===== config.mk =====
export PLATFORM = sky130hd
export DESIGN_NAME = dcr_regs
export DESIGN_NICKNAME = d
export VERILOG_FILES = /design/src/hdl/gpu_pkg.sv /design/src/hdl/dcr_regs.sv
export VERILOG_INCLUDE_DIRS = /design/src /design/src/include
export SDC_FILE = /design/constraint.sdc
export NUM_CORES = 1
export LEC_CHECK = 0
export ABC_AREA = 0
export BUFFER_PORTS_ARGS = -buffer_cell sky130_fd_sc_hd__buf_2
export CAP_MARGIN = 10
export CELL_PAD_IN_SITES_DETAIL_PLACEMENT = 1
export CELL_PAD_IN_SITES_GLOBAL_PLACEMENT = 2
export CORE_MARGIN = 2
export CORE_UTILIZATION = 29
export DETAILED_ROUTE_END_ITERATION = 6
export GPL_TIMING_DRIVEN = 0
export PLACE_DENSITY_LB_ADDON = 0.1
export SLEW_MARGIN = 10
export SYNTH_ARGS = -nofsm -noshare
export SYNTH_HDL_FRONTEND = slang
export SYNTH_SLANG_ARGS = --single-unit

===== constraint.sdc =====
create_clock -name clk -period 1.2 [get_ports clk]
set_input_delay 0.06 -clock clk [delete_from_list [all_inputs] [get_ports clk]]
set_output_delay 0.06 -clock clk [all_outputs]
set_load 0.01 [all_outputs]

===== src/include/gpu_config.svh =====
// Device configuration for the GPU reduction top level
// Cluster count, memory and DCR widths, FIFO depth and DCR map
`ifndef GPU_CONFIG_SVH
`define GPU_CONFIG_SVH

// Number of compute clusters
`define NUM_CLUSTERS        4

// External memory port
`define MEM_ADDR_WIDTH      16
`define MEM_DATA_WIDTH      32
`define MEM_BYTEEN_WIDTH    4
// Low bits carry the cluster index, top bits the request kind
`define MEM_TAG_WIDTH       4

// Request FIFO toward the memory port
`define MEM_FIFO_DEPTH      4

// DCR bus
`define DCR_ADDR_WIDTH      4
`define DCR_DATA_WIDTH      32

// DCR address map
`define DCR_BASE_ADDR       4'd0
`define DCR_COUNT           4'd1
`define DCR_RESULT_ADDR     4'd2
`define DCR_STRIDE          4'd3
`define DCR_START           4'd4

`endif


===== src/hdl/gpu_pkg.sv =====
// Shared types for the GPU device
// Memory request and response, DCR write and captured configuration
`include "gpu_config.svh"

package gpu_pkg;

    // One request on the memory port
    typedef struct packed {
        logic                           rw;
        logic [`MEM_BYTEEN_WIDTH-1:0]   byteen;
        logic [`MEM_ADDR_WIDTH-1:0]     addr;
        logic [`MEM_DATA_WIDTH-1:0]     data;
        logic [`MEM_TAG_WIDTH-1:0]      tag;
    } mem_req_t;

    // Read data returned with the request tag
    typedef struct packed {
        logic [`MEM_DATA_WIDTH-1:0]     data;
        logic [`MEM_TAG_WIDTH-1:0]      tag;
    } mem_rsp_t;

    // Host DCR write
    typedef struct packed {
        logic [`DCR_ADDR_WIDTH-1:0]     addr;
        logic [`DCR_DATA_WIDTH-1:0]     data;
    } dcr_wr_t;

    // Reduction setup shared by all clusters
    typedef struct packed {
        logic [`MEM_ADDR_WIDTH-1:0]     base;
        logic [`MEM_ADDR_WIDTH-1:0]     count;
        logic [`MEM_ADDR_WIDTH-1:0]     result_addr;
        logic [`MEM_ADDR_WIDTH-1:0]     stride;
    } dcr_cfg_t;

endpackage


===== src/hdl/dcr_regs.sv =====
// DCR register block
// Captures host writes into the configuration and raises the start pulse
`include "gpu_config.svh"

module dcr_regs import gpu_pkg::*; (
    input  logic        clk,
    input  logic        reset,

    // Host write strobe
    input  logic        dcr_wr_valid,
    input  dcr_wr_t     dcr_wr,

    // To the clusters
    output dcr_cfg_t    cfg,
    output logic        start
);

    logic [`MEM_ADDR_WIDTH-1:0] wr_value;

    // Configuration fields are address sized
    assign wr_value = dcr_wr.data[`MEM_ADDR_WIDTH-1:0];

    always_ff @(posedge clk) begin
        if (reset) begin
            cfg <= '0;
        end else if (dcr_wr_valid) begin
            case (dcr_wr.addr)
                `DCR_BASE_ADDR: begin
                    cfg.base <= wr_value;
                end
                `DCR_COUNT: begin
                    cfg.count <= wr_value;
                end
                `DCR_RESULT_ADDR: begin
                    cfg.result_addr <= wr_value;
                end
                `DCR_STRIDE: begin
                    cfg.stride <= wr_value;
                end
                default: begin
                    // Start and unmapped addresses leave the config alone
                end
            endcase
        end
    end

    // One cycle pulse, data value is don't care
    always_ff @(posedge clk) begin
        if (reset) begin
            start <= 1'b0;
        end else begin
            start <= dcr_wr_valid && (dcr_wr.addr == `DCR_START);
        end
    end

endmodule


==> impl_metrics.sql <==
INSERT INTO impl_metrics (metric_group, metric, value, unit) VALUES
('run_status', 'outcome', 'completed', ''),
('detailed_routing', 'via_count', '1979', ''),
('sta', 'layout_worst_path_cycle_share', '0.962', ''),
('clock_tree', 'h-tree-depth', '3', ''),
('synthesis', 'synth.ff_latch_count', '65', ''),
('place', 'dp.final_hpwl', '5100', 'µm'),
('sta', 'max_freq', '0.866', 'GHz'),
('sta', 'endpoints_failing_hold', '0', ''),
('detailed_routing', 'drt-initial-drc-count', '44', ''),
('detailed_routing', 'routed_wl', '6990', 'µm'),
('sta', 'final.hold.worst_slack', '0.0616', 'ns'),
('grt', 'number_of_global_route_vias_before_repair', '2008', ''),
('setup_path', 'worstPathRequired', '1.48', 'ns'),
('clock_tree', 'clock_sinks', '65', ''),
('clock_tree', 'cts_tree', 'done', ''),
('detailed_routing', 'drt_first_pass_iters', '4', ''),
('die', 'floorplan.core_area', '0.00868', 'mm²'),
('clock_tree', 'clkLatencyLatePin', '0.34', 'ns'),
('sta', 'fin_clk_skew', '0', 'ns'),
('run', 'drv.max_cap_violation_count', '0', ''),
('grt', 'globalRouteTotalUtil', '0.145', ''),
('setup_path', 'endpoint_kind', 'register', ''),
('hold_path', 'hold_class', 'in2reg', ''),
('cells_and_area', 'layout-drive-gt1-share', '0.323', ''),
('synthesis', 'synth_cells', '233', ''),
('die', 'dieWidth', '98.4', 'µm'),
('setup_path', 'cp_common_cell', 'sky130_fd_sc_hd__dlygate4sd3_1', ''),
('clock_tree', 'library_cell_used_as_clock_root_buffer', 'sky130_fd_sc_hd__clkbuf_8', ''),
('setup_path', 'critical_path_arrival', '1.44', 'ns'),
('cells_and_area', 'final.fill_count', '1038', ''),
('synthesis', 'synth.yosys.seq_area_share', '0.503', ''),
('cells_and_area', 'design.final.nets', '371', ''),
('die', 'die-height', '98.4', 'µm'),
('cells_and_area', 'final-instance-count-excl-fill', '445', ''),
('detailed_routing', 'post_drt_via_cell_ratio', '4.45', ''),
('sta', 'slew_headroom', '0.538', ''),
('clock_tree', 'cts_inserted_buffers', '9', ''),
('grt', 'overflow', '0', ''),
('hold_path', 'min-delay-start', 'dcr_wr[6]', ''),
('power', 'vdd_ir_drop_max', '0.728', 'mV'),
('synthesis', 'syn_area', '0.00259', 'mm²'),
('setup_path', 'r2r_start', 'cfg[14]$_SDFFE_PP0P_', ''),
('synthesis', 'syn_area_per_cell', '11.1', 'µm²'),
('clock_tree', 'clkTransAtPathRegs', '0.08', 'ns'),
('grt', 'antenna_found_initial', '0', ''),
('clock_tree', 'cts_setup_buffers', '0', ''),
('setup_path', 'worst-setup-path-type', 'in2reg', ''),
('setup_path', 'critPathSlowestCell', 'sky130_fd_sc_hd__dlygate4sd3_1', ''),
('synthesis', 'post_synth_num_cell_types', '15', ''),
('grt', 'wire_length_of_the_first_global_routing_pass', '10700', 'µm'),
('detailed_routing', 'wl_per_cell', '15.7', 'µm'),
('power', 'power_per_cell_area', '1290', 'mW/mm²'),
('setup_path', 'maximum_net_fanout_on_the_critical_path', '6', ''),
('sta', 'timing_worst_slew_pin_value', '0.692', 'ns'),
('synthesis', 'synth_warnings', '0', ''),
('synthesis', 'synth_nets', '272', ''),
('die', 'core.rowCount', '34', ''),
('place', 'port_buffers', '86', ''),
('setup_path', 'critical_path.startpoint', 'dcr_wr[32]', ''),
('detailed_routing', 'antenna_left', '0', ''),
('sta', 'report.final.slew_viol_count', '0', ''),
('setup_path', 'path_cells', 'buf_2, dlygate4sd3_1, nor3_2, dlygate4sd3_1', ''),
('setup_path', 'cpPeakStageDelay', '0.58', 'ns'),
('sta', 'grt_setup_unrepaired', 'false', ''),
('die', 'floorplan.die_area', '0.00969', 'mm²'),
('power', 'totalPowerFinal', '4.35', 'mW'),
('detailed_routing', 'detail_route.drc_violations', '0', ''),
('place', 'dp_cells', '427', ''),
('setup_path', 'cp-start-kind', 'input pin', ''),
('sta', 'finalCriticalPeriod', '1.15', 'ns'),
('sta', 'finalSetupViolations', '0', ''),
('cells_and_area', 'antennaDiodeCount', '0', ''),
('grt', 'grt_max_degree', '12', ''),
('place', 'gp_congestion', '0.656', ''),
('power', 'power.static_leakage', '1.75', 'nW'),
('die', 'initial_utilization', '0.298', ''),
('die', 'ioPinCount', '104', ''),
('cells_and_area', 'area.growth.synth_to_final', '30.4', '%'),
('clock_tree', 'clock_path_buffers', '2', '');
## critical path, delay by kind of cell
kind                   cells  cell delay, ns
buffers and inverters      3            1.27
AND/OR/NAND/NOR            1            0.11
## cells in the mapped netlist
cell type | count | area [µm²]
sky130_fd_sc_hd__clkbuf_1 | 9 | 33.8
sky130_fd_sc_hd__buf_2 | 4 | 20.0
sky130_fd_sc_hd__nand3b_1 | 2 | 15.0
sky130_fd_sc_hd__nor2_1 | 1 | 3.75
sky130_fd_sc_hd__mux2i_1 | 64 | 641
sky130_fd_sc_hd__and2_1 | 1 | 6.26
sky130_fd_sc_hd__and3b_1 | 1 | 8.76
sky130_fd_sc_hd__nand2b_1 | 80 | 500
sky130_fd_sc_hd__nor3b_4 | 1 | 18.8
sky130_fd_sc_hd__buf_4 | 1 | 7.51
sky130_fd_sc_hd__nand3_2 | 1 | 10.0
sky130_fd_sc_hd__nand4bb_1 | 1 | 11.3
sky130_fd_sc_hd__nor3_1 | 1 | 5.00
sky130_fd_sc_hd__nand2_1 | 1 | 3.75
sky130_fd_sc_hd__dfxtp_1 | 65 | 1300
## state kept, by name (all words and copies together) (netlist names)
name   cells
start      1
cfg       64
## layer usage
metal | share of wire | up-vias | wire length (µm) | track usage
met2 | 0.47 | 53 | 3310 | 0.229
met4 | 0.011 | 0 | 74 | 0.0411
met1 | 0.45 | 957 | 3170 | 0.188
met3 | 0.062 | 5 | 430 | 0.0546
li1 | - | 964 | - | -
met5 | 0 | - | 0 | 0
## final cells by class
type,instances,area (µm²),area share
repair buffers,88,450,0.134
clock buffers,11,141,0.0419
plain buffers,14,61.3,0.0182
flip-flops and latches,65,1300,0.386
multi-input cells,154,1230,0.364
clock inverters,5,55.1,0.0163
well taps,108,135,0.0401
## report_power, final
part	total [mW]	switching, mW	internal [mW]	leakage, nW
Clock	1.86	0.852	1.01	0.0953
Combinational	0.287	0.154	0.133	1.13
Sequential	2.20	0.0139	2.18	0.525
## layout by cell type (no fill, tap or decap)
master,n
sky130_fd_sc_hd__nand3b_1,2
sky130_fd_sc_hd__nor3_2,1
sky130_fd_sc_hd__bufinv_16,1
sky130_fd_sc_hd__dlygate4sd3_1,2
sky130_fd_sc_hd__mux2i_1,64
sky130_fd_sc_hd__nand2b_1,80
sky130_fd_sc_hd__buf_2,90
sky130_fd_sc_hd__dfxtp_1,65
sky130_fd_sc_hd__clkbuf_8,10
sky130_fd_sc_hd__clkinv_2,2
sky130_fd_sc_hd__clkbuf_1,10
sky130_fd_sc_hd__clkinvlp_4,2
sky130_fd_sc_hd__buf_4,1
sky130_fd_sc_hd__nand2_1,1
sky130_fd_sc_hd__nand4bb_1,1
sky130_fd_sc_hd__and3b_1,1
sky130_fd_sc_hd__and2_1,1
sky130_fd_sc_hd__nor2_1,1
sky130_fd_sc_hd__nand3_2,1
sky130_fd_sc_hd__nor3b_4,1
## path summary, 6_finish.rpt
path	to	slack, ns	cells past startpoint
min	cfg[54]$_SDFFE_PP0P_	0.06	3
max reg2reg	cfg[14]$_SDFFE_PP0P_	0.58	2
min reg2reg	cfg[1]$_SDFFE_PP0P_	0.47	2
max	start$_SDFF_PP0_	0.05	4
## metrics by stage
stage	setup TNS, ns	cell area [µm²]	util	setup slack (ns)
3_5_place_dp	-9.05	3150	0.363	-0.240
4_1_cts	0	3370	0.388	0.0334
3_3_place_gp	-7.89	3150	0.363	-0.213
5_1_grt	0	3370	0.389	0.000773
6_report	0	3370	0.389	0.0457
2_1_floorplan	0	2590	-	0.166
## logic make-up after synthesis
kind of cell,synth area share
buffers and inverters,0.0237
and+or+nand+nor,0.225
DFF,0.503
muxes,0.248
## timing repair
item	4_1_cts	5_1_grt
hold buffers	2	0
resized for setup	0	1
setup endpoints to repair	0	1
endpoints found under the hold margin	1	0
Power figures use the tool's default switching activity.
