===== config.mk =====
export PLATFORM = sky130hd
export DESIGN_NAME = compute_cluster
export DESIGN_NICKNAME = d
export VERILOG_FILES = /design/src/hdl/gpu_pkg.sv /design/src/hdl/compute_cluster.sv
export VERILOG_INCLUDE_DIRS = /design/src /design/src/include
export SDC_FILE = /design/constraint.sdc
export NUM_CORES = 1
export LEC_CHECK = 0
export BUFFER_PORTS_ARGS = -buffer_cell sky130_fd_sc_hd__buf_4
export CAP_MARGIN = 20
export CELL_PAD_IN_SITES_DETAIL_PLACEMENT = 1
export CELL_PAD_IN_SITES_GLOBAL_PLACEMENT = 2
export CORE_MARGIN = 8
export CORE_UTILIZATION = 31
export DETAILED_ROUTE_END_ITERATION = 10
export PLACE_DENSITY = 0.83
export SETUP_SLACK_MARGIN = 0.02
export SLEW_MARGIN = 20
export SYNTH_ARGS = -nofsm -noshare
export SYNTH_HDL_FRONTEND = slang
export SYNTH_SLANG_ARGS = --single-unit

===== constraint.sdc =====
create_clock -name clk -period 3.3 [get_ports clk]
set_input_delay 0.495 -clock clk [delete_from_list [all_inputs] [get_ports clk]]
set_output_delay 0.495 -clock clk [all_outputs]
set_load 0.02 [all_outputs]

===== src/include/gpu_config.svh =====
// Device configuration for the GPU reduction top level
// Cluster count, memory and DCR widths, FIFO depth and DCR map
`ifndef GPU_CONFIG_SVH
`define GPU_CONFIG_SVH

// Number of compute clusters
`define NUM_CLUSTERS        4

// External memory port
`define MEM_ADDR_WIDTH      16
`define MEM_DATA_WIDTH      32
`define MEM_BYTEEN_WIDTH    4
// Low bits carry the cluster index, top bits the request kind
`define MEM_TAG_WIDTH       4

// Request FIFO toward the memory port
`define MEM_FIFO_DEPTH      4

// DCR bus
`define DCR_ADDR_WIDTH      4
`define DCR_DATA_WIDTH      32

// DCR address map
`define DCR_BASE_ADDR       4'd0
`define DCR_COUNT           4'd1
`define DCR_RESULT_ADDR     4'd2
`define DCR_STRIDE          4'd3
`define DCR_START           4'd4

`endif


===== src/hdl/gpu_pkg.sv =====
// Shared types for the GPU device
// Memory request and response, DCR write and captured configuration
`include "gpu_config.svh"

package gpu_pkg;

    // One request on the memory port
    typedef struct packed {
        logic                           rw;
        logic [`MEM_BYTEEN_WIDTH-1:0]   byteen;
        logic [`MEM_ADDR_WIDTH-1:0]     addr;
        logic [`MEM_DATA_WIDTH-1:0]     data;
        logic [`MEM_TAG_WIDTH-1:0]      tag;
    } mem_req_t;

    // Read data returned with the request tag
    typedef struct packed {
        logic [`MEM_DATA_WIDTH-1:0]     data;
        logic [`MEM_TAG_WIDTH-1:0]      tag;
    } mem_rsp_t;

    // Host DCR write
    typedef struct packed {
        logic [`DCR_ADDR_WIDTH-1:0]     addr;
        logic [`DCR_DATA_WIDTH-1:0]     data;
    } dcr_wr_t;

    // Reduction setup shared by all clusters
    typedef struct packed {
        logic [`MEM_ADDR_WIDTH-1:0]     base;
        logic [`MEM_ADDR_WIDTH-1:0]     count;
        logic [`MEM_ADDR_WIDTH-1:0]     result_addr;
        logic [`MEM_ADDR_WIDTH-1:0]     stride;
    } dcr_cfg_t;

endpackage


===== src/hdl/compute_cluster.sv =====
// Compute cluster reduction engine
// Reads a block of words, sums the responses and writes the sum back
`include "gpu_config.svh"

module compute_cluster import gpu_pkg::*; #(
    parameter int CLUSTER_ID = 0
) (
    input  logic        clk,
    input  logic        reset,

    input  dcr_cfg_t    cfg,
    input  logic        start,

    // Request side toward the arbiter
    output logic        req_valid,
    output mem_req_t    req,
    input  logic        req_ready,

    // Responses routed back by tag
    input  logic        rsp_valid,
    input  mem_rsp_t    rsp,

    output logic        busy
);

    localparam int ID_BITS   = $clog2(`NUM_CLUSTERS);
    localparam int KIND_BITS = `MEM_TAG_WIDTH - ID_BITS;

    // Request kind in the top tag bits
    localparam logic [KIND_BITS-1:0] KIND_RD = KIND_BITS'(1);
    localparam logic [KIND_BITS-1:0] KIND_WR = KIND_BITS'(2);

    typedef enum logic [1:0] {
        S_IDLE,
        S_READ,
        S_WRITE
    } state_t;

    state_t                         state;
    logic [`MEM_ADDR_WIDTH-1:0]     rd_addr;
    logic [`MEM_ADDR_WIDTH-1:0]     wr_addr;
    logic [`MEM_ADDR_WIDTH-1:0]     reads_left;
    logic [`MEM_ADDR_WIDTH-1:0]     rsps_left;
    logic [`MEM_DATA_WIDTH-1:0]     sum;
    logic                           req_fire;
    logic                           launch;

    assign req_fire = req_valid && req_ready;
    assign launch   = (state == S_IDLE) && start;
    assign busy     = (state != S_IDLE);

    always_ff @(posedge clk) begin
        if (reset) begin
            state <= S_IDLE;
        end else begin
            case (state)
                S_IDLE:  if (start) state <= S_READ;
                S_READ:  if (rsps_left == '0) state <= S_WRITE;
                S_WRITE: if (req_fire) state <= S_IDLE;
                default: state <= S_IDLE;
            endcase
        end
    end

    // Reads and responses are counted separately, several reads in flight
    always_ff @(posedge clk) begin
        if (reset) begin
            reads_left <= '0;
            rsps_left  <= '0;
        end else if (launch) begin
            reads_left <= cfg.count;
            rsps_left  <= cfg.count;
        end else if (state == S_READ) begin
            if (req_fire) reads_left <= reads_left - 1'b1;
            if (rsp_valid) rsps_left <= rsps_left - 1'b1;
        end
    end

    always_ff @(posedge clk) begin
        if (launch) begin
            rd_addr <= cfg.base + cfg.stride * `MEM_ADDR_WIDTH'(CLUSTER_ID);
            wr_addr <= cfg.result_addr + `MEM_ADDR_WIDTH'(CLUSTER_ID);
            sum     <= '0;
        end else if (state == S_READ) begin
            if (req_fire) rd_addr <= rd_addr + 1'b1;
            if (rsp_valid) sum <= sum + rsp.data;
        end
    end

    // Cluster index bits are filled in by the arbiter
    always_comb begin
        req       = '0;
        req_valid = 1'b0;
        case (state)
            S_READ: begin
                req_valid = (reads_left != '0);
                req.addr  = rd_addr;
                req.tag   = {KIND_RD, {ID_BITS{1'b0}}};
            end
            S_WRITE: begin
                req_valid  = 1'b1;
                req.rw     = 1'b1;
                req.byteen = '1;
                req.addr   = wr_addr;
                req.data   = sum;
                req.tag    = {KIND_WR, {ID_BITS{1'b0}}};
            end
            default: begin
            end
        endcase
    end

endmodule


==> results of run 1 <==
[state kept, by name, indices dropped and copies added (netlist names)]
register,cells
sum,32
rd_addr,16
reads_left,16
rsps_left,16
wr_addr,16
state,2
[final timing paths]
path	endpoint	slack, ns
setup reg to reg	sum[24]	0.43
hold / removal	wr_addr[13]	0.32
setup / recovery	sum[24]	0.43
hold reg to reg	sum[23]	0.47
[kinds of logic after synthesis]
family          Yosys count  synth area share, %
compound gates          236                 23.4
xor+xnor                 43                 5.61
fa+ha+maj                43                 8.12
buf+inv                  73                 4.41
flops                    98                 34.0
mux                       6                0.913
other cells               1               0.0558
simple gates            325                 23.5
[cell usage in the layout, fill, tap and decap left out, types with 21 or more instances in the layout]
cell	instances
sky130_fd_sc_hd__buf_4	157
sky130_fd_sc_hd__a21oi_1	73
sky130_fd_sc_hd__nand3_1	31
sky130_fd_sc_hd__and2_1	37
sky130_fd_sc_hd__dfxtp_1	66
sky130_fd_sc_hd__xor2_1	22
sky130_fd_sc_hd__o21ai_0	45
sky130_fd_sc_hd__nor2_1	62
sky130_fd_sc_hd__ha_1	41
sky130_fd_sc_hd__nand2_1	110
sky130_fd_sc_hd__edfxtp_1	32
sky130_fd_sc_hd__xnor2_1	21
sky130_fd_sc_hd__a22oi_1	23
[final cells by class]
class,instances,share of cell area [%]
clock buffer,9,2.71
clock inverter,7,0.721
inverter,19,0.857
multi-input combinational,655,49.9
sequential,98,27.4
tap,280,4.21
timing repair buffer,157,14.2
[metrics by stage]
| step | area [sq um] | util, % |
|---|---|---|
| 6_report | 8330 | 38.6 |
| 5_1_grt | 8330 | 38.6 |
| 4_1_cts | 8330 | 38.6 |
| 3_5_place_dp | 8040 | 37.3 |
| 3_3_place_gp | 8040 | 37.3 |
| 2_1_floorplan | 6720 | - |
[power by group through the flow]
stage,clock [mW],sequential [mW],combinational (mW)
4_1_cts,1.10,2.17,3.95
6_report,1.07,2.17,3.89
2_1_floorplan,0,2.06,2.85
3_5_place_dp,0,2.19,3.92
5_1_grt,1.15,2.24,4.36
3_3_place_gp,0,2.17,3.85
[critical path, delay by kind of cell (launching register included)]
kind	cells	cell delay, ns
AO/OA/AOI/OAI	6	1.28
adder cells (fa/ha/maj)	2	0.63
buffers and inverters	1	0.19
flip-flops	1	0.34
AND/OR/NAND/NOR	2	0.37
[metal layers]
| layer | track usage (%) | up-vias | wire, um |
|---|---|---|---|
| li1 | - | 3198 | - |
| met1 | 20.6 | 3071 | 10400 |
| met2 | 28.2 | 105 | 10500 |
| met3 | 2.72 | 16 | 783 |
| met4 | 4.13 | 0 | 269 |
| met5 | 0 | - | 0 |
==> impl_results.rst, run 1 <==
.. list-table::
   :header-rows: 1

   * - Metric
     - Value
   * - Sinks on the clock net
     - around 100
   * - Post-layout minimum cycle time
     - 2.87 ns
   * - Post-synthesis sequential element count
     - 98
   * - Chain of cells forming the critical path
     - ha_1 > fa_1 > a21oi_1 > o211ai_1 > a21oi_1 > o211ai_1 > a221oi_2 > buf_4 > o21ai_1 > and3_1 > nor3_1
   * - Post-CTS Setup Repair Bufs
     - 0
   * - Pwr Density
     - 856 nW/um^2
   * - Average wire length per cell after detail routing
     - 18.0 um
   * - Netlist area before placement
     - 6720 sq um
   * - Pre-CTS setup slack
     - 0.140 ns
   * - Largest cells by area after synthesis
     - sky130_fd_sc_hd__dfxtp_1 (20%), sky130_fd_sc_hd__edfxtp_1 (14%), sky130_fd_sc_hd__ha_1 (7.8%)
   * - Async set or reset register ratio after synthesis
     - 0%
   * - Pre-antenna DRT Iters
     - 5
   * - DRT antenna net count
     - 0
   * - Leak pwr
     - 3.40 nW
   * - H-tree lvl count
     - 3
   * - Min-Delay Startpoint
     - cfg[29]
   * - Dominant cell by count in the synthesized netlist
     - sky130_fd_sc_hd__nand2_1
   * - Final setup violation count
     - 0
   * - Ant. Diodes
     - 0
   * - Net switching power of the design
     - 3.31 mW
   * - Number of buffers created by CTS
     - 9
   * - IO Pins
     - around 160
   * - Setup TNS
     - 0 ns
   * - Type of destination of the critical path
     - flop
   * - Slew at the pin with the worst max-slew slack
     - ~0.6 ns
   * - Clock Skews
     - roughly 0.015 ns
   * - Clk root buf
     - sky130_fd_sc_hd__clkbuf_16
   * - Fraction of final layout cells with drive strength greater than 1
     - 20.5%
   * - Max VDD drop
     - 0.312 mV
   * - Clock Latency Late Sink
     - 0.36 ns
   * - Register area
     - between 2000 and 2500 sq um
   * - GR Util All Layers
     - 16.3%
   * - Total number of vias
     - 6,390
   * - Final period util
     - 87.0%
   * - Headroom to the max-slew limit
     - between 60% and 70%
   * - Pin count of the biggest net entering global routing
     - 40
   * - Mean cell area of the mapped netlist
     - 8.14 sq um
   * - Type of the tightest min-delay check
     - primary input to flop
   * - Resized Gates After CTS
     - 0
   * - Via count normalized by instance count
     - 5.22
   * - Final max-slew violation count
     - 0
   * - Number of enable-type register cells in the synthesized netlist
     - 32
   * - Detailed-route DRC error count
     - 0
   * - Number of unique standard cell types used by synthesis
     - 67
   * - Area growth from synthesis to layout
     - 24.0%
   * - Required @ worst endpoint
     - 3.57 ns
   * - List of most frequent post-synthesis cells
     - sky130_fd_sc_hd__nand2_1 (111), sky130_fd_sc_hd__a21oi_1 (73), sky130_fd_sc_hd__dfxtp_1 (66), sky130_fd_sc_hd__nor2_1 (62), sky130_fd_sc_hd__o21ai_0 (45)
   * - Non-filler instance count after layout
     - ~1,200
   * - Global placer's final weighted congestion
     - between 0.8 and 0.9
   * - Vias in the first global route
     - 6,569
   * - Clock share of power
     - 15.0%
   * - Critical Path Slowest Stage Cell
     - sky130_fd_sc_hd__fa_1
   * - Fillers
     - 2,594
   * - Endpoints failing hold
     - 0
   * - Leftover overflow at the end of global routing
     - 0
   * - Kind of start point of the critical path
     - flop
   * - Area of combinational cells with multiple inputs
     - 4160 sq um
   * - Row Count
     - 54
   * - Number of cells on the worst reg-to-reg path
     - 11
   * - Maximum clock path buffer count
     - 2
   * - Area of the placeable core
     - roughly 22,000 sq um
   * - Gate count after technology mapping
     - 825
   * - Sequential share of power
     - between 30% and 40%
   * - CP max stage delay
     - between 0.4 and 0.5 ns
   * - Area of the die
     - 26,600 sq um
   * - RSZ-0062 raised after global routing
     - false
   * - Share of total power in combinational logic
     - a little over half
   * - Die H
     - 163 um
   * - Dominant cell type by area after synthesis
     - sky130_fd_sc_hd__dfxtp_1
   * - Smallest hold slack
     - 0.317 ns
   * - Result of the run
     - completed
   * - Dominant synthesized flop cell
     - sky130_fd_sc_hd__dfxtp_1
   * - Launch instance of the worst register-to-register path
     - sum[0]
   * - Maximum fanout encountered on the critical timing path
     - 4
   * - Category of the critical setup timing path
     - flop to flop
   * - Fmax achieved
     - 348 MHz
   * - Post-CTS Hold Buffers
     - 0
   * - Cell depth of the worst hold path
     - 1
   * - Clock Pin Slew Worst Setup and Hold Paths
     - 0.08 ns
   * - Global-route wire length before repair
     - 35,100 um
   * - Width of the die
     - 163 um
   * - Internal power of the cells
     - 3.81 mW
   * - Number of antenna violations at the first check in global routing
     - 0
   * - Sum of routed wire length over all layers
     - 22,000 um
   * - Count of yosys warnings during synthesis
     - 0
   * - TritonCTS clock tree
     - done
   * - Max-cap violation count
     - 0
   * - Starting Density
     - between 30% and 40%
   * - Post-placement cell count
     - roughly 1,200
   * - Iteration-0 DRC Markers
     - 218
   * - Critical path startpoint
     - sum[0]
   * - Net switching fraction of the power
     - 46.5%
   * - Setup ws final
     - about 0.43 ns
   * - Share of the synthesized area in the top cell type
     - 19.7%
   * - HPWL after detailed placement
     - 16,800 um
   * - Arrival time worst endpoint
     - 3.14 ns
   * - Post-synthesis sequential area ratio
     - 34.0%
   * - Layout net count
     - 1,088
   * - Overall power after layout
     - 7.13 mW
   * - Quantity of I/O buffers inserted on ports
     - roughly 140
No activity file was read; power rests on OpenSTA's default activity.
==> run 2: changes to the inputs <==
--- a/config.mk
+++ b/config.mk
@@ -14,8 +14,9 @@
 export CORE_UTILIZATION = 31
 export DETAILED_ROUTE_END_ITERATION = 10
 export PLACE_DENSITY = 0.83
+export REMOVE_ABC_BUFFERS = 1
 export SETUP_SLACK_MARGIN = 0.02
-export SLEW_MARGIN = 20
+export SLEW_MARGIN = 0
 export SYNTH_ARGS = -nofsm -noshare
 export SYNTH_HDL_FRONTEND = slang
 export SYNTH_SLANG_ARGS = --single-unit
==> impl_results.rst, run 2 (synthesis results as in run 1) <==
.. list-table::
   :header-rows: 1

   * - Metric
     - Value
   * - Result of the run
     - completed
   * - Detailed-route DRC error count
     - 0
   * - Ant. Diodes
     - 0
   * - Fraction of final layout cells with drive strength greater than 1
     - 20.5%
   * - Smallest hold slack
     - 0.314 ns
   * - Via count normalized by instance count
     - 5.16
   * - DRT antenna net count
     - 0
   * - Sum of routed wire length over all layers
     - roughly 21,000 um
   * - Leading cell type in the layout, fill and taps excluded
     - sky130_fd_sc_hd__buf_4
   * - Area of the placeable core
     - 21,600 sq um
   * - Leftover overflow at the end of global routing
     - 0
   * - Launch instance of the worst register-to-register path
     - sum[0]
   * - Arrival time worst endpoint
     - 3.14 ns
   * - Iteration-0 DRC Markers
     - about 280
   * - Min-Delay Startpoint
     - cfg[22]
   * - Final setup violation count
     - 0
   * - Pin count of the biggest net entering global routing
     - 56
   * - Internal power of the cells
     - about 3.8 mW
   * - Clock Skews
     - 0.0101 ns
   * - Overall power after layout
     - about 7 mW
   * - Type of the tightest min-delay check
     - primary input to flop
   * - Headroom to the max-slew limit
     - 45.8%
   * - Critical path startpoint
     - sum[0]
   * - Post-CTS Setup Repair Bufs
     - 0
   * - Sinks on the clock net
     - 98
   * - Category of the critical setup timing path
     - flop to flop
   * - Clock share of power
     - 15.1%
   * - Register area
     - 2280 sq um
   * - Pre-antenna DRT Iters
     - 4
   * - IO Pins
     - 164
   * - Setup ws final
     - 0.399 ns
   * - Type of destination of the critical path
     - flop
   * - Total number of vias
     - 6,331
   * - Max VDD drop
     - 0.349 mV
   * - Row Count
     - 54
   * - Flip-flop count of the largest register after layout
     - 32
   * - TritonCTS clock tree
     - done
   * - Width of the die
     - 163 um
   * - Leak pwr
     - 3.41 nW
   * - Layout net count
     - 1,089
   * - Required @ worst endpoint
     - 3.54 ns
   * - Pwr Density
     - 851 nW/um^2
   * - Vias in the first global route
     - 6,704
   * - Area growth from synthesis to layout
     - 24.2%
   * - Kind of start point of the critical path
     - flop
   * - Clk root buf
     - sky130_fd_sc_hd__clkbuf_16
   * - RSZ-0062 raised after global routing
     - false
   * - Global placer's final weighted congestion
     - 0.823
   * - HPWL after detailed placement
     - 16,000 um
   * - Slew at the pin with the worst max-slew slack
     - slightly above 0.8 ns
   * - Post-layout minimum cycle time
     - 2.90 ns
   * - Number of buffers created by CTS
     - 9
   * - Maximum clock path buffer count
     - 2
   * - Average wire length per cell after detail routing
     - roughly 17 um
   * - Highest-count cells in the layout ignoring fill and taps
     - sky130_fd_sc_hd__buf_4 (158), sky130_fd_sc_hd__nand2_1 (110), sky130_fd_sc_hd__a21oi_1 (73)
   * - Endpoints failing hold
     - 0
   * - Fillers
     - 2,621
   * - Final max-slew violation count
     - 0
   * - Area of the die
     - between 20,000 and 30,000 sq um
   * - Clock Latency Late Sink
     - 0.35 ns
   * - Share of total power in combinational logic
     - about 54%
   * - Global-route wire length before repair
     - 34,100 um
   * - Die H
     - 163 um
   * - Fmax achieved
     - 345 MHz
   * - Net switching fraction of the power
     - 45.7%
   * - Reg with most FFs
     - sum
   * - Final period util
     - 87.9%
   * - Maximum fanout encountered on the critical timing path
     - 3
   * - Post-CTS Hold Buffers
     - 0
   * - Quantity of I/O buffers inserted on ports
     - 141
   * - Number of antenna violations at the first check in global routing
     - 0
   * - H-tree lvl count
     - 3
   * - GR Util All Layers
     - 15.7%
   * - Max-cap violation count
     - 0
   * - Starting Density
     - between 30% and 40%
   * - Clock Pin Slew Worst Setup and Hold Paths
     - 0.07 ns
   * - Area of combinational cells with multiple inputs
     - 4160 sq um
   * - Net switching power of the design
     - 3.24 mW
   * - Pre-CTS setup slack
     - between 0.1 and 0.15 ns
   * - Sequential share of power
     - 30.6%
   * - Resized Gates After CTS
     - 0
   * - Final core utilization
     - 38.7%
[run 2: metrics by stage]
| step | instance area, sq um | setup TNS [ns] | std cells |
|---|---|---|---|
| 2_1_floorplan | 6490 | -36.42 | 772 |
| 3_3_place_gp | 8050 | 0 | 1210 |
| 3_5_place_dp | 8050 | 0 | 1210 |
| 4_1_cts | 8340 | 0 | 1226 |
| 5_1_grt | 8340 | 0 | 1226 |
| 6_report | 8340 | 0 | 1226 |
[run 2: final timing paths]
path                 to  slack, ns  cells after the start
min reg2reg      sum[5]       0.47                      2
max             sum[22]       0.40                     10
max reg2reg     sum[22]       0.40                     10
min          wr_addr[6]       0.31                      1
[run 2: power by group through the flow]
stage               logic [mW]  clock network (mW)  registers (mW)
floorplan                 2.76                   0            2.07
global placement          3.84                   0            2.17
detailed placement        3.90                   0            2.19
CTS                       3.92                1.12            2.17
global route              4.37                1.16            2.23
finish                    3.85                1.07            2.17
[run 2: worst max-delay path, cell delays in order (launching register included)]
cell	delay (ns)
sky130_fd_sc_hd__dfxtp_1	0.33
sky130_fd_sc_hd__ha_1	0.22
sky130_fd_sc_hd__fa_1	0.41
sky130_fd_sc_hd__a21oi_1	0.26
sky130_fd_sc_hd__o211ai_1	0.16
sky130_fd_sc_hd__a21oi_1	0.27
sky130_fd_sc_hd__o211ai_1	0.16
sky130_fd_sc_hd__a221oi_2	0.38
sky130_fd_sc_hd__o21ai_1	0.15
sky130_fd_sc_hd__or3_1	0.32
sky130_fd_sc_hd__o2111a_1	0.13
[run 2: cell type report]
| cell class | count | share of cell area [%] |
|---|---|---|
| multi-input combinational | 655 | 49.9 |
| timing repair buffer | 158 | 14.2 |
| inverter | 19 | 0.870 |
| clock inverter | 4 | 0.390 |
| sequential | 98 | 27.4 |
| clock buffer | 12 | 3.09 |
| tap | 280 | 4.20 |
[run 2: routing by layer]
| metal | track usage (%) | share of wire, % | up-vias |
|---|---|---|---|
| met3 | 3.33 | 4.9 | 9 |
| li1 | - | - | 3192 |
| met2 | 25.9 | 46 | 122 |
| met4 | 2.96 | 0.66 | 0 |
| met5 | 0 | 0 | - |
| met1 | 20.8 | 49 | 3008 |
==> run 3: changes to the inputs <==
--- a/config.mk
+++ b/config.mk
@@ -6,14 +6,15 @@
 export SDC_FILE = /design/constraint.sdc
 export NUM_CORES = 1
 export LEC_CHECK = 0
+export ABC_AREA = 1
 export BUFFER_PORTS_ARGS = -buffer_cell sky130_fd_sc_hd__buf_4
 export CAP_MARGIN = 20
 export CELL_PAD_IN_SITES_DETAIL_PLACEMENT = 1
 export CELL_PAD_IN_SITES_GLOBAL_PLACEMENT = 2
 export CORE_MARGIN = 8
-export CORE_UTILIZATION = 31
+export CORE_UTILIZATION = 29
 export DETAILED_ROUTE_END_ITERATION = 10
-export PLACE_DENSITY = 0.83
+export PLACE_DENSITY = 0.85
 export REMOVE_ABC_BUFFERS = 1
 export SETUP_SLACK_MARGIN = 0.02
 export SLEW_MARGIN = 0
==> constraint.sdc (replaced) <==
create_clock -name clk -period 2.69 [get_ports clk]
set_input_delay 0.4035 -clock clk [delete_from_list [all_inputs] [get_ports clk]]
set_output_delay 0.4035 -clock clk [all_outputs]
set_load 0.02 [all_outputs]
==> impl_results.rst, run 3 <==
.. list-table::
   :header-rows: 1

   * - Metric
     - Value
   * - Count of yosys warnings during synthesis
     - 0
   * - Fmax achieved
     - 411 MHz
   * - Share of the synthesized area in the top cell type
     - between 20% and 30%
   * - Number of unique standard cell types used by synthesis
     - 41
   * - Width of the die
     - about 180 um
   * - Critical Path Slowest Stage Cell
     - sky130_fd_sc_hd__ha_2
   * - Layout net count
     - 1,531
   * - Final period util
     - 90.6%
   * - Clock Latency Late Sink
     - 0.37 ns
   * - List of most frequent post-synthesis cells
     - sky130_fd_sc_hd__nand2_1 (498), sky130_fd_sc_hd__inv_1 (184), sky130_fd_sc_hd__nor2_1 (104), sky130_fd_sc_hd__a21oi_1 (77), sky130_fd_sc_hd__nand3_1 (75)
   * - Kind of cell adding the most delay to the critical path
     - buffers and inverters
   * - H-tree lvl count
     - 3
   * - Category of the critical setup timing path
     - flop to output pin
   * - Pwr Density
     - roughly 1100 nW/um^2
   * - Final core utilization
     - 36.1%
   * - Reg with most FFs
     - sum
   * - Final max-slew violation count
     - 0
   * - Post-layout minimum cycle time
     - about 2.4 ns
   * - Vias in the first global route
     - 8,291
   * - Area of the placeable core
     - ~26,000 sq um
   * - Resized Gates After CTS
     - 1
   * - Async set or reset register ratio after synthesis
     - 0%
   * - Dominant cell type by area after synthesis
     - sky130_fd_sc_hd__nand2_1
   * - Global-route wire length before repair
     - 41,500 um
   * - Net switching fraction of the power
     - 50.9%
   * - Leak pwr
     - 5.15 nW
   * - Clock Pin Slew Worst Setup and Hold Paths
     - 0.09 ns
   * - Total buffers and inverters traversed by the critical path
     - 4
   * - Maximum fanout encountered on the critical timing path
     - 25
   * - Ant. Diodes
     - 0
   * - Fraction of final layout cells with drive strength greater than 1
     - roughly 14%
   * - Average wire length per cell after detail routing
     - around 15 um
   * - HPWL after detailed placement
     - between 20,000 and 25,000 um
   * - Highest-count cells in the layout ignoring fill and taps
     - sky130_fd_sc_hd__nand2_1 (497), sky130_fd_sc_hd__inv_1 (183), sky130_fd_sc_hd__buf_4 (152)
   * - RSZ-0062 raised after global routing
     - false
   * - Sequential share of power
     - 27.4%
   * - Final setup violation count
     - 0
   * - Area of the die
     - 31,900 sq um
   * - Pre-CTS setup slack
     - 0.316 ns
   * - Largest cells by area after synthesis
     - sky130_fd_sc_hd__nand2_1 (24%), sky130_fd_sc_hd__dfxtp_1 (17%), sky130_fd_sc_hd__edfxtp_1 (13%)
   * - TritonCTS clock tree
     - done
   * - Row Count
     - 59
   * - Share of total power in combinational logic
     - 58.9%
   * - DRT antenna net count
     - 0
   * - Leftover overflow at the end of global routing
     - 0
   * - Pre-antenna DRT Iters
     - 4
   * - Required @ worst endpoint
     - 2.29 ns
   * - Iteration-0 DRC Markers
     - 315
   * - Dominant synthesized flop cell
     - sky130_fd_sc_hd__dfxtp_1
   * - Clock Skews
     - 0.0175 ns
   * - Global placer's final weighted congestion
     - 0.805
   * - Starting Density
     - between 20% and 30%
   * - Leading cell type in the layout, fill and taps excluded
     - sky130_fd_sc_hd__nand2_1
   * - Post-CTS Hold Buffers
     - 0
   * - Max VDD drop
     - ~0.4 mV
   * - Sum of routed wire length over all layers
     - 25,500 um
   * - GR Util All Layers
     - 16.2%
   * - Max-cap violation count
     - 0
   * - IO Pins
     - 164
   * - Clk root buf
     - sky130_fd_sc_hd__clkbuf_16
   * - Netlist area before placement
     - 7670 sq um
   * - Setup ws final
     - roughly 0.25 ns
   * - Result of the run
     - completed
   * - Chain of cells forming the critical path
     - inv_1 > ha_2 > buf_4 > nand2_1 > inv_1 > buf_4
   * - Type of destination of the critical path
     - output pin
   * - Number of buffers created by CTS
     - 9
   * - Post-synthesis sequential element count
     - 98
   * - Maximum clock path buffer count
     - 2
   * - Arrival time worst endpoint
     - 2.03 ns
   * - Internal power of the cells
     - 4.93 mW
   * - Net switching power of the design
     - ~5.1 mW
   * - Headroom to the max-slew limit
     - 56.3%
   * - Detailed-route DRC error count
     - 0
   * - Gate count after technology mapping
     - 1,257
   * - Kind of start point of the critical path
     - flop
   * - CP max stage delay
     - 0.62 ns
   * - Endpoints failing hold
     - 0
   * - Via count normalized by instance count
     - 4.66
   * - Number of enable-type register cells in the synthesized netlist
     - 32
   * - Area growth from synthesis to layout
     - 22.2%
   * - Die H
     - 179 um
   * - Total number of vias
     - 8,023
   * - Type of the tightest min-delay check
     - primary input to flop
   * - Dominant cell by count in the synthesized netlist
     - sky130_fd_sc_hd__nand2_1
   * - Sinks on the clock net
     - 98
   * - Clock share of power
     - approximately 14%
   * - Post-synthesis sequential area ratio
     - 29.8%
   * - Quantity of I/O buffers inserted on ports
     - 141
   * - Pin count of the biggest net entering global routing
     - 60
   * - Slew at the pin with the worst max-slew slack
     - 0.654 ns
   * - Flip-flop count of the largest register after layout
     - 32
   * - Number of antenna violations at the first check in global routing
     - 0
   * - Post-CTS Setup Repair Bufs
     - 0
   * - Mean cell area of the mapped netlist
     - 6.10 sq um
==> run 3: cell count changes after synthesis, moves of 14 or more <==
| cell | delta |
|---|---|
| sky130_fd_sc_hd__nand2_1 | +387 |
| sky130_fd_sc_hd__clkbuf_1 | -30 |
| sky130_fd_sc_hd__a211oi_1 | -20 |
| sky130_fd_sc_hd__and2_1 | -37 |
| sky130_fd_sc_hd__a21o_1 | -14 |
| sky130_fd_sc_hd__inv_1 | +165 |
| sky130_fd_sc_hd__nor2_1 | +42 |
| sky130_fd_sc_hd__nor2b_1 | -20 |
| sky130_fd_sc_hd__nand3_1 | +44 |
| sky130_fd_sc_hd__a22oi_1 | -23 |
==> run 3: path summary, 6_finish.rpt <==
check        startpoint           to  slack, ns  cells after the start
max            state[0]      req[13]       0.25                      6
max reg2reg      sum[0]      sum[30]       0.55                     12
min reg2reg     sum[11]      sum[11]       0.48                      2
min             cfg[29]  wr_addr[13]       0.21                      1
==> run 3: cells by family (layout without fill, tap and decap cells) <==
| group | count (synthesis) | count (layout) | synth area share, % |
|---|---|---|---|
| and+or+nand+nor | 718 | 718 | 38.3 |
| buffers and inverters | 227 | 357 | 11.9 |
| AOI/OAI and AO/OA | 150 | 150 | 10.6 |
| DFF | 98 | 98 | 29.8 |
| adders and majority gates | 43 | 43 | 7.12 |
| xor gates and xnor gates | 20 | 20 | 2.28 |
| other | 1 | 2 | 0.0489 |
==> run 3: layer usage <==
layer	vias to the layer above	global-route usage, %	wire length [um]
li1	4176	-	-
met1	3720	19.4	11600
met2	105	29.2	12600
met3	22	2.90	838
met4	0	3.86	429
met5	-	0	0
==> run 3: metrics by stage <==
step                cell area (sq um)  total power [mW]  hold WS [ns]  std cells  TNS, ns
finish                           9370              10.0         0.209       1723        0
global route                     9370              11.2         0.182       1723        0
CTS                              9370              10.2         0.189       1723        0
detailed placement               9060              8.74         0.466       1707        0
global placement                 9060              8.56         0.460       1707        0
floorplan                        7460              6.82         0.448       1218  -103.22
==> run 3: worst register-to-register path, cell delays in order, from the launching register on <==
cell                      delay (ns)
sky130_fd_sc_hd__dfxtp_1        0.33
sky130_fd_sc_hd__ha_1           0.23
sky130_fd_sc_hd__fa_1           0.46
sky130_fd_sc_hd__nand3_1        0.12
sky130_fd_sc_hd__nand3_1        0.17
sky130_fd_sc_hd__nand2_1        0.11
sky130_fd_sc_hd__nand2_1        0.08
sky130_fd_sc_hd__nand2_1        0.06
sky130_fd_sc_hd__nand2_1        0.14
sky130_fd_sc_hd__nand2_1        0.13
sky130_fd_sc_hd__nand3_1        0.07
sky130_fd_sc_hd__nand3_1        0.08
sky130_fd_sc_hd__nand2_1        0.05
==> run 3: cell type report <==
| type | instances | area (sq um) |
|---|---|---|
| multi-input cells | 933 | 4480 |
| flip-flops and latches | 98 | 2280 |
| clock buffers | 9 | 225 |
| clock inverters | 7 | 81.3 |
| well taps | 335 | 419 |
| inverters | 187 | 703 |
| repair buffers | 154 | 1180 |
| fillers | 3494 | 16600 |
==> run 3: power groups by stage <==
| stage | sequential, mW | clock (mW) | combinational, mW |
|---|---|---|---|
| after global placement | 2.75 | 0 | 5.82 |
| after global routing | 2.84 | 1.50 | 6.83 |
| final | 2.74 | 1.38 | 5.90 |
| after floorplan | 2.61 | 0 | 4.21 |
| after detailed placement | 2.77 | 0 | 5.96 |
| after CTS | 2.75 | 1.45 | 6.00 |
